$ cat config.mk
export PLATFORM = sky130hd
export DESIGN_NAME = commit_lane_arb_flat
export DESIGN_NICKNAME = d
export VERILOG_FILES = /design/src/gpu_types_pkg.sv /design/src/commit_lane_if.sv /design/src/commit_lane_arb.sv /design/src/flat_wrapper.sv
export SDC_FILE = /design/constraint.sdc
export NUM_CORES = 1
export LEC_CHECK = 0
export CAP_MARGIN = 10
export CORE_AREA = 2 2 302 304
export DETAILED_ROUTE_END_ITERATION = 12
export DIE_AREA = 0 0 304 306
export DONT_BUFFER_PORTS = 1
export SYNTH_ARGS = -nofsm -noshare
export SYNTH_HDL_FRONTEND = slang
export SYNTH_SLANG_ARGS = --single-unit
$ cat constraint.sdc
create_clock -name clk -period 7.4 [get_ports clk]
set_clock_uncertainty 0.2 [all_clocks]
set_input_delay 1.11 -clock clk [delete_from_list [all_inputs] [get_ports clk]]
set_output_delay 1.11 -clock clk [all_outputs]
set_load 0.01 [all_outputs]
$ cat src/gpu_types_pkg.sv
// GPU core shared types

package gpu_types_pkg;

    // core geometry
    localparam int NUM_THREADS = 4;
    localparam int XLEN        = 32;
    localparam int NUM_WARPS   = 4;
    localparam int NW_BITS     = $clog2(NUM_WARPS);
    localparam int NUM_REGS    = 32;
    localparam int NR_BITS     = $clog2(NUM_REGS);
    localparam int UUID_BITS   = 16;

    // one finished instruction leaving an execution unit
    typedef struct packed {
        logic [UUID_BITS-1:0]             uuid;
        logic [NW_BITS-1:0]               wid;
        logic [NUM_THREADS-1:0]           tmask;
        logic [31:0]                      pc;
        logic                             wb;
        logic [NR_BITS-1:0]               rd;
        logic [NUM_THREADS-1:0][XLEN-1:0] data;
        // start and end of a multi-beat result packet
        logic                             sop;
        logic                             eop;
    } commit_rec_t;

    // value doubles as the arbiter input index
    typedef enum logic [1:0] {
        EX_ALU = 2'd0,
        EX_LSU = 2'd1,
        EX_SFU = 2'd2
    } ex_unit_e;

    localparam int NUM_EX_UNITS = 3;

endpackage

$ cat src/commit_lane_if.sv
// Commit lane interface

`timescale 1ns/1ps

interface commit_lane_if import gpu_types_pkg::*; ();

    logic        valid;
    logic        ready;
    commit_rec_t data;
    // unit that produced the record
    ex_unit_e    sel;

    // arbiter drives the chosen record
    modport arb (
        output valid,
        output data,
        output sel,
        input  ready
    );

    // retire block consumes it
    modport retire (
        input  valid,
        input  data,
        input  sel,
        output ready
    );

endinterface

$ cat src/commit_lane_arb.sv
// Commit lane round-robin arbiter

`timescale 1ns/1ps

module commit_lane_arb import gpu_types_pkg::*; (
    input  logic                           clk,
    input  logic                           reset,
    input  logic [NUM_EX_UNITS-1:0]        in_valid,
    output logic [NUM_EX_UNITS-1:0]        in_ready,
    input  commit_rec_t [NUM_EX_UNITS-1:0] in_data,
    commit_lane_if.arb                     lane
);

    // unit granted most recently, lowest priority next
    ex_unit_e                last_sel;
    ex_unit_e                grant_sel;
    logic [NUM_EX_UNITS-1:0] grant;
    logic                    out_free;

    // output register takes a new record when empty or being drained
    assign out_free = !lane.valid || lane.ready;

    // walk from the farthest unit to the nearest one after last_sel,
    // so the nearest valid unit is the one that sticks
    always_comb begin
        int unit;
        unit      = 0;
        grant     = '0;
        grant_sel = last_sel;
        for (int off = NUM_EX_UNITS; off >= 1; off--) begin
            unit = (int'(last_sel) + off) % NUM_EX_UNITS;
            if (in_valid[unit]) begin
                grant       = '0;
                grant[unit] = 1'b1;
                grant_sel   = ex_unit_e'(unit);
            end
        end
        if (!out_free) begin
            grant = '0;
        end
    end

    // a unit is accepted exactly when it wins
    assign in_ready = grant;

    always_ff @(posedge clk) begin
        if (reset) begin
            lane.valid <= 1'b0;
            // ALU gets first pick after reset
            last_sel   <= EX_SFU;
        end else begin
            if (out_free) begin
                lane.valid <= |grant;
            end
            if (|grant) begin
                last_sel <= grant_sel;
            end
        end
    end

    // winning record and its source unit
    always_ff @(posedge clk) begin
        if (|grant) begin
            lane.data <= in_data[grant_sel];
            lane.sel  <= grant_sel;
        end
    end

    // at most one unit wins in a cycle
    a_grant_onehot: assert property (
        @(posedge clk) disable iff (reset)
        $onehot0(grant)
    ) else $error("lane arbiter granted more than one unit");

    // ready goes only to a unit that offers a result
    a_ready_needs_valid: assert property (
        @(posedge clk) disable iff (reset)
        (in_ready & ~in_valid) == '0
    ) else $error("lane arbiter gave ready to an idle unit");

endmodule

$ cat src/flat_wrapper.sv
// flat-port wrapper written by rule: the top's interface ports become plain ports
module commit_lane_arb_flat import gpu_types_pkg::*;
  (clk, reset, in_valid, in_ready, in_data, lane_valid, lane_data, lane_sel, lane_ready);
  commit_lane_if lane_i ();
  input  logic clk;
  input  logic reset;
  input  logic [NUM_EX_UNITS-1:0] in_valid;
  output logic [NUM_EX_UNITS-1:0] in_ready;
  input  commit_rec_t [NUM_EX_UNITS-1:0] in_data;
  output wire logic [$bits(lane_i.valid)-1:0] lane_valid;
  output wire logic [$bits(lane_i.data)-1:0] lane_data;
  output wire logic [$bits(lane_i.sel)-1:0] lane_sel;
  input wire logic [$bits(lane_i.ready)-1:0] lane_ready;
  assign lane_valid = lane_i.valid;
  assign lane_data = lane_i.data;
  assign lane_sel = lane_i.sel;
  assign lane_i.ready = lane_ready;
  commit_lane_arb u_core (.clk(clk), .reset(reset), .in_valid(in_valid), .in_ready(in_ready), .in_data(in_data), .lane(lane_i));
endmodule
==> flow_summary.yaml <==
outcome:
  status: "finished, final reports clean"
die:
  coreArea_mm2: 0.0896
  ios: 772
  die_x_um: 304
  die_area_mm2: 0.0930
  fp.dieH_um: 306
  initial_utilization_pct: 12.0
  rows: 110
grt:
  antenna_found_initial: 15
  grt_overflow_total: 0
  track_usage_pct: 10.5
  grt_pass1_vias: 7166
  grt_max_degree: 107
  grt_pass1_wl_um: 64800
synthesis:
  synthTopCellsByCount: "194 x mux2i_1, 192 x edfxtp_1, 100 x o2bb2ai_1, 90 x o2bb2ai_2, 29 x clkbuf_1"
  yosysTopAreaCell: "edfxtp_1"
  async_reset_ff_share_pct: 0
  synth.distinct_cells: 39
  yosys-top-cells-area: "edfxtp_1 54%, mux2i_1 18%, o2bb2ai_2 13%"
  syn-cell-area_mm2: 0.0108
  ys_warn_count: 0
  synth_area_per_cell_um2: 15.4
  synth_nets: 1280
  yosysTopAreaCellShare_pct: 53.6
  seq_area_frac_synth_pct: 54.2
  netlist_instances: 700
  synth_edf_count: 192
  ys_seq_elements: 195
  synth_ff_type: "edfxtp_1"
  yosysMostFrequentCell: "mux2i_1"
critical_path:
  crit_path_max_fanout: 57
  required_ns: 7.53
  ff2ff_setup_slack_ns: 3.36
  critical_path_class: "reg2reg"
  start_kind: "flop"
  critPathArrivalTime_ns: 4.17
  cp-end-kind: "flop"
drt:
  vias_per_cell: 3.68
  first_pass_iters: 5
  vias: 6851
  wl_um: 50600
  drt-initial-drc-count: 451
  wl_per_cell_um: 27.2
  antenna_left: 0
  post-route-drc-count: 0
sta:
  fmax_ghz: 0.247
  finalHoldViolCount: 0
  drv_slew: 0
  fin_ws_ns: 3.36
  timing.final.crit_share_pct: 54.6
  worstMarginPinSlew_ns: 0.999
  fin_crit_ns: 4.04
  fin_tns_setup_ns: 0
  setup_viol: 0
  rsz0062_at_grt: "false"
  slew_headroom_pct: 33.4
cts:
  clk_pin_slew_ns: 0.08
  cts_tree: "done"
  cts_htree_levels: 4
  clock_latency_ns: 0.49
  clock_sinks: 195
  clock_path_buffers: 2
  cts_made_buffers: 17
  post_cts_buffers: 0
  cts_resized: 0
  ctsHoldBuffers: 0
  cts_root_buf: "clkbuf_16"
placed_design:
  dp_hpwl_um: 42800
  detailedPlace.worstSlack_ns: 3.27
  portBuffers: 0
  globalplace.congestion: 0.926
flow_run:
  cap_viol_max_count: 0
layout:
  drive_gt1_share_pct: 20.6
  layout-area-overhead-vs-synth_pct: 17.0
  fin_nets: 1243
  fin_util_pct: 14.0
power:
  ir_drop_mv: 0.401
  power-per-cell-area_mw_per_mm2: 603
  p_leak_nw: 4.35
hold_path:
  hold_class: "reg2reg"
through the flow:
| step | power, mW | hold WS [ns] | cell area [um2] | instances |
|---|---|---|---|---|
| global route | 8.01 | 0.413 | 12600 | 1863 |
| finish | 7.59 | 0.386 | 12600 | 1864 |
| global placement | 6.55 | 0.354 | 12000 | 1820 |
| floorplan | 5.47 | 0.321 | 10800 | 700 |
| CTS | 7.74 | 0.383 | 12600 | 1852 |
| detailed placement | 6.69 | 0.370 | 12000 | 1820 |
path summary, 6_finish.rpt:
kind                                          from                   end  depth (start not counted)
worst min-delay path            u_core.last_sel[1]    u_core.last_sel[1]                          2
worst min register to register  u_core.last_sel[1]    u_core.last_sel[1]                          2
worst max-delay path            u_core.last_sel[0]  u_core.lane.data[83]                          9
worst max register to register  u_core.last_sel[0]  u_core.lane.data[83]                          9
final cells by class:
type | instances | area [um2]
diodes | 12 | 30.0
well taps | 1176 | 1470
fillers | 9899 | 77000
inverters | 7 | 26.3
flip-flops and latches | 195 | 5830
clock inverters | 15 | 164
multi-input cells | 433 | 4520
clock buffers | 17 | 425
repair buffers | 9 | 118
routing by layer:
layer  track usage (%)  vias up  share of wire [%]
met3              3.75      108                8.2
met4              6.10        6                4.8
met5                 0        -              0.081
met2              16.8      531                 48
li1                  -     2819                  -
met1              12.0     3387                 39
placed cells by master (no fill, tap or decap), types with 2 or more instances in the layout:
cell,n
buf_4,5
o2bb2ai_1,100
o22ai_1,2
nor2b_1,2
buf_12,4
edfxtp_1,192
nand3b_1,4
diode_2,12
ha_1,4
clkinvlp_4,2
inv_2,2
nand2_1,2
o21ai_1,4
mux2i_1,194
nor3_1,2
a21oi_1,2
dfxtp_1,3
inv_8,4
clkbuf_16,17
inv_1,5
o2bb2ai_2,90
inv_6,5
nor2_1,7
where the power goes:
group | leakage [nW] | total (mW) | internal, mW | switching (mW)
sequential | 2.02 | 3.38 | 2.37 | 1.01
combinational | 2.05 | 3.23 | 1.15 | 2.08
clock | 0.286 | 0.976 | 0.480 | 0.496
sequential cells by signal (all words and copies together) (netlist names):
signal and count:
u_core.lane.data 190, u_core.lane.sel 2, u_core.last_sel 2, u_core.lane.valid 1
cells by family after synthesis:
kind of cell | synth area share (%)
AOI/OAI and AO/OA | 21.9
muxes | 18.2
DFF | 54.2
buffers and inverters | 3.96
and+or+nand+nor | 1.28
adders and majority gates | 0.466
worst max-delay path, cell delays in order (launching register included):
cell	delay (ns)
dfxtp_1	0.42
inv_1	0.11
ha_1	0.50
nand3b_1	0.19
o21a_1	0.16
a21boi_1	0.16
o21ai_4	0.57
and2_4	0.65
buf_4	0.62
o2bb2ai_1	0.20
Note: power is estimated with default switching activity, not from simulation.
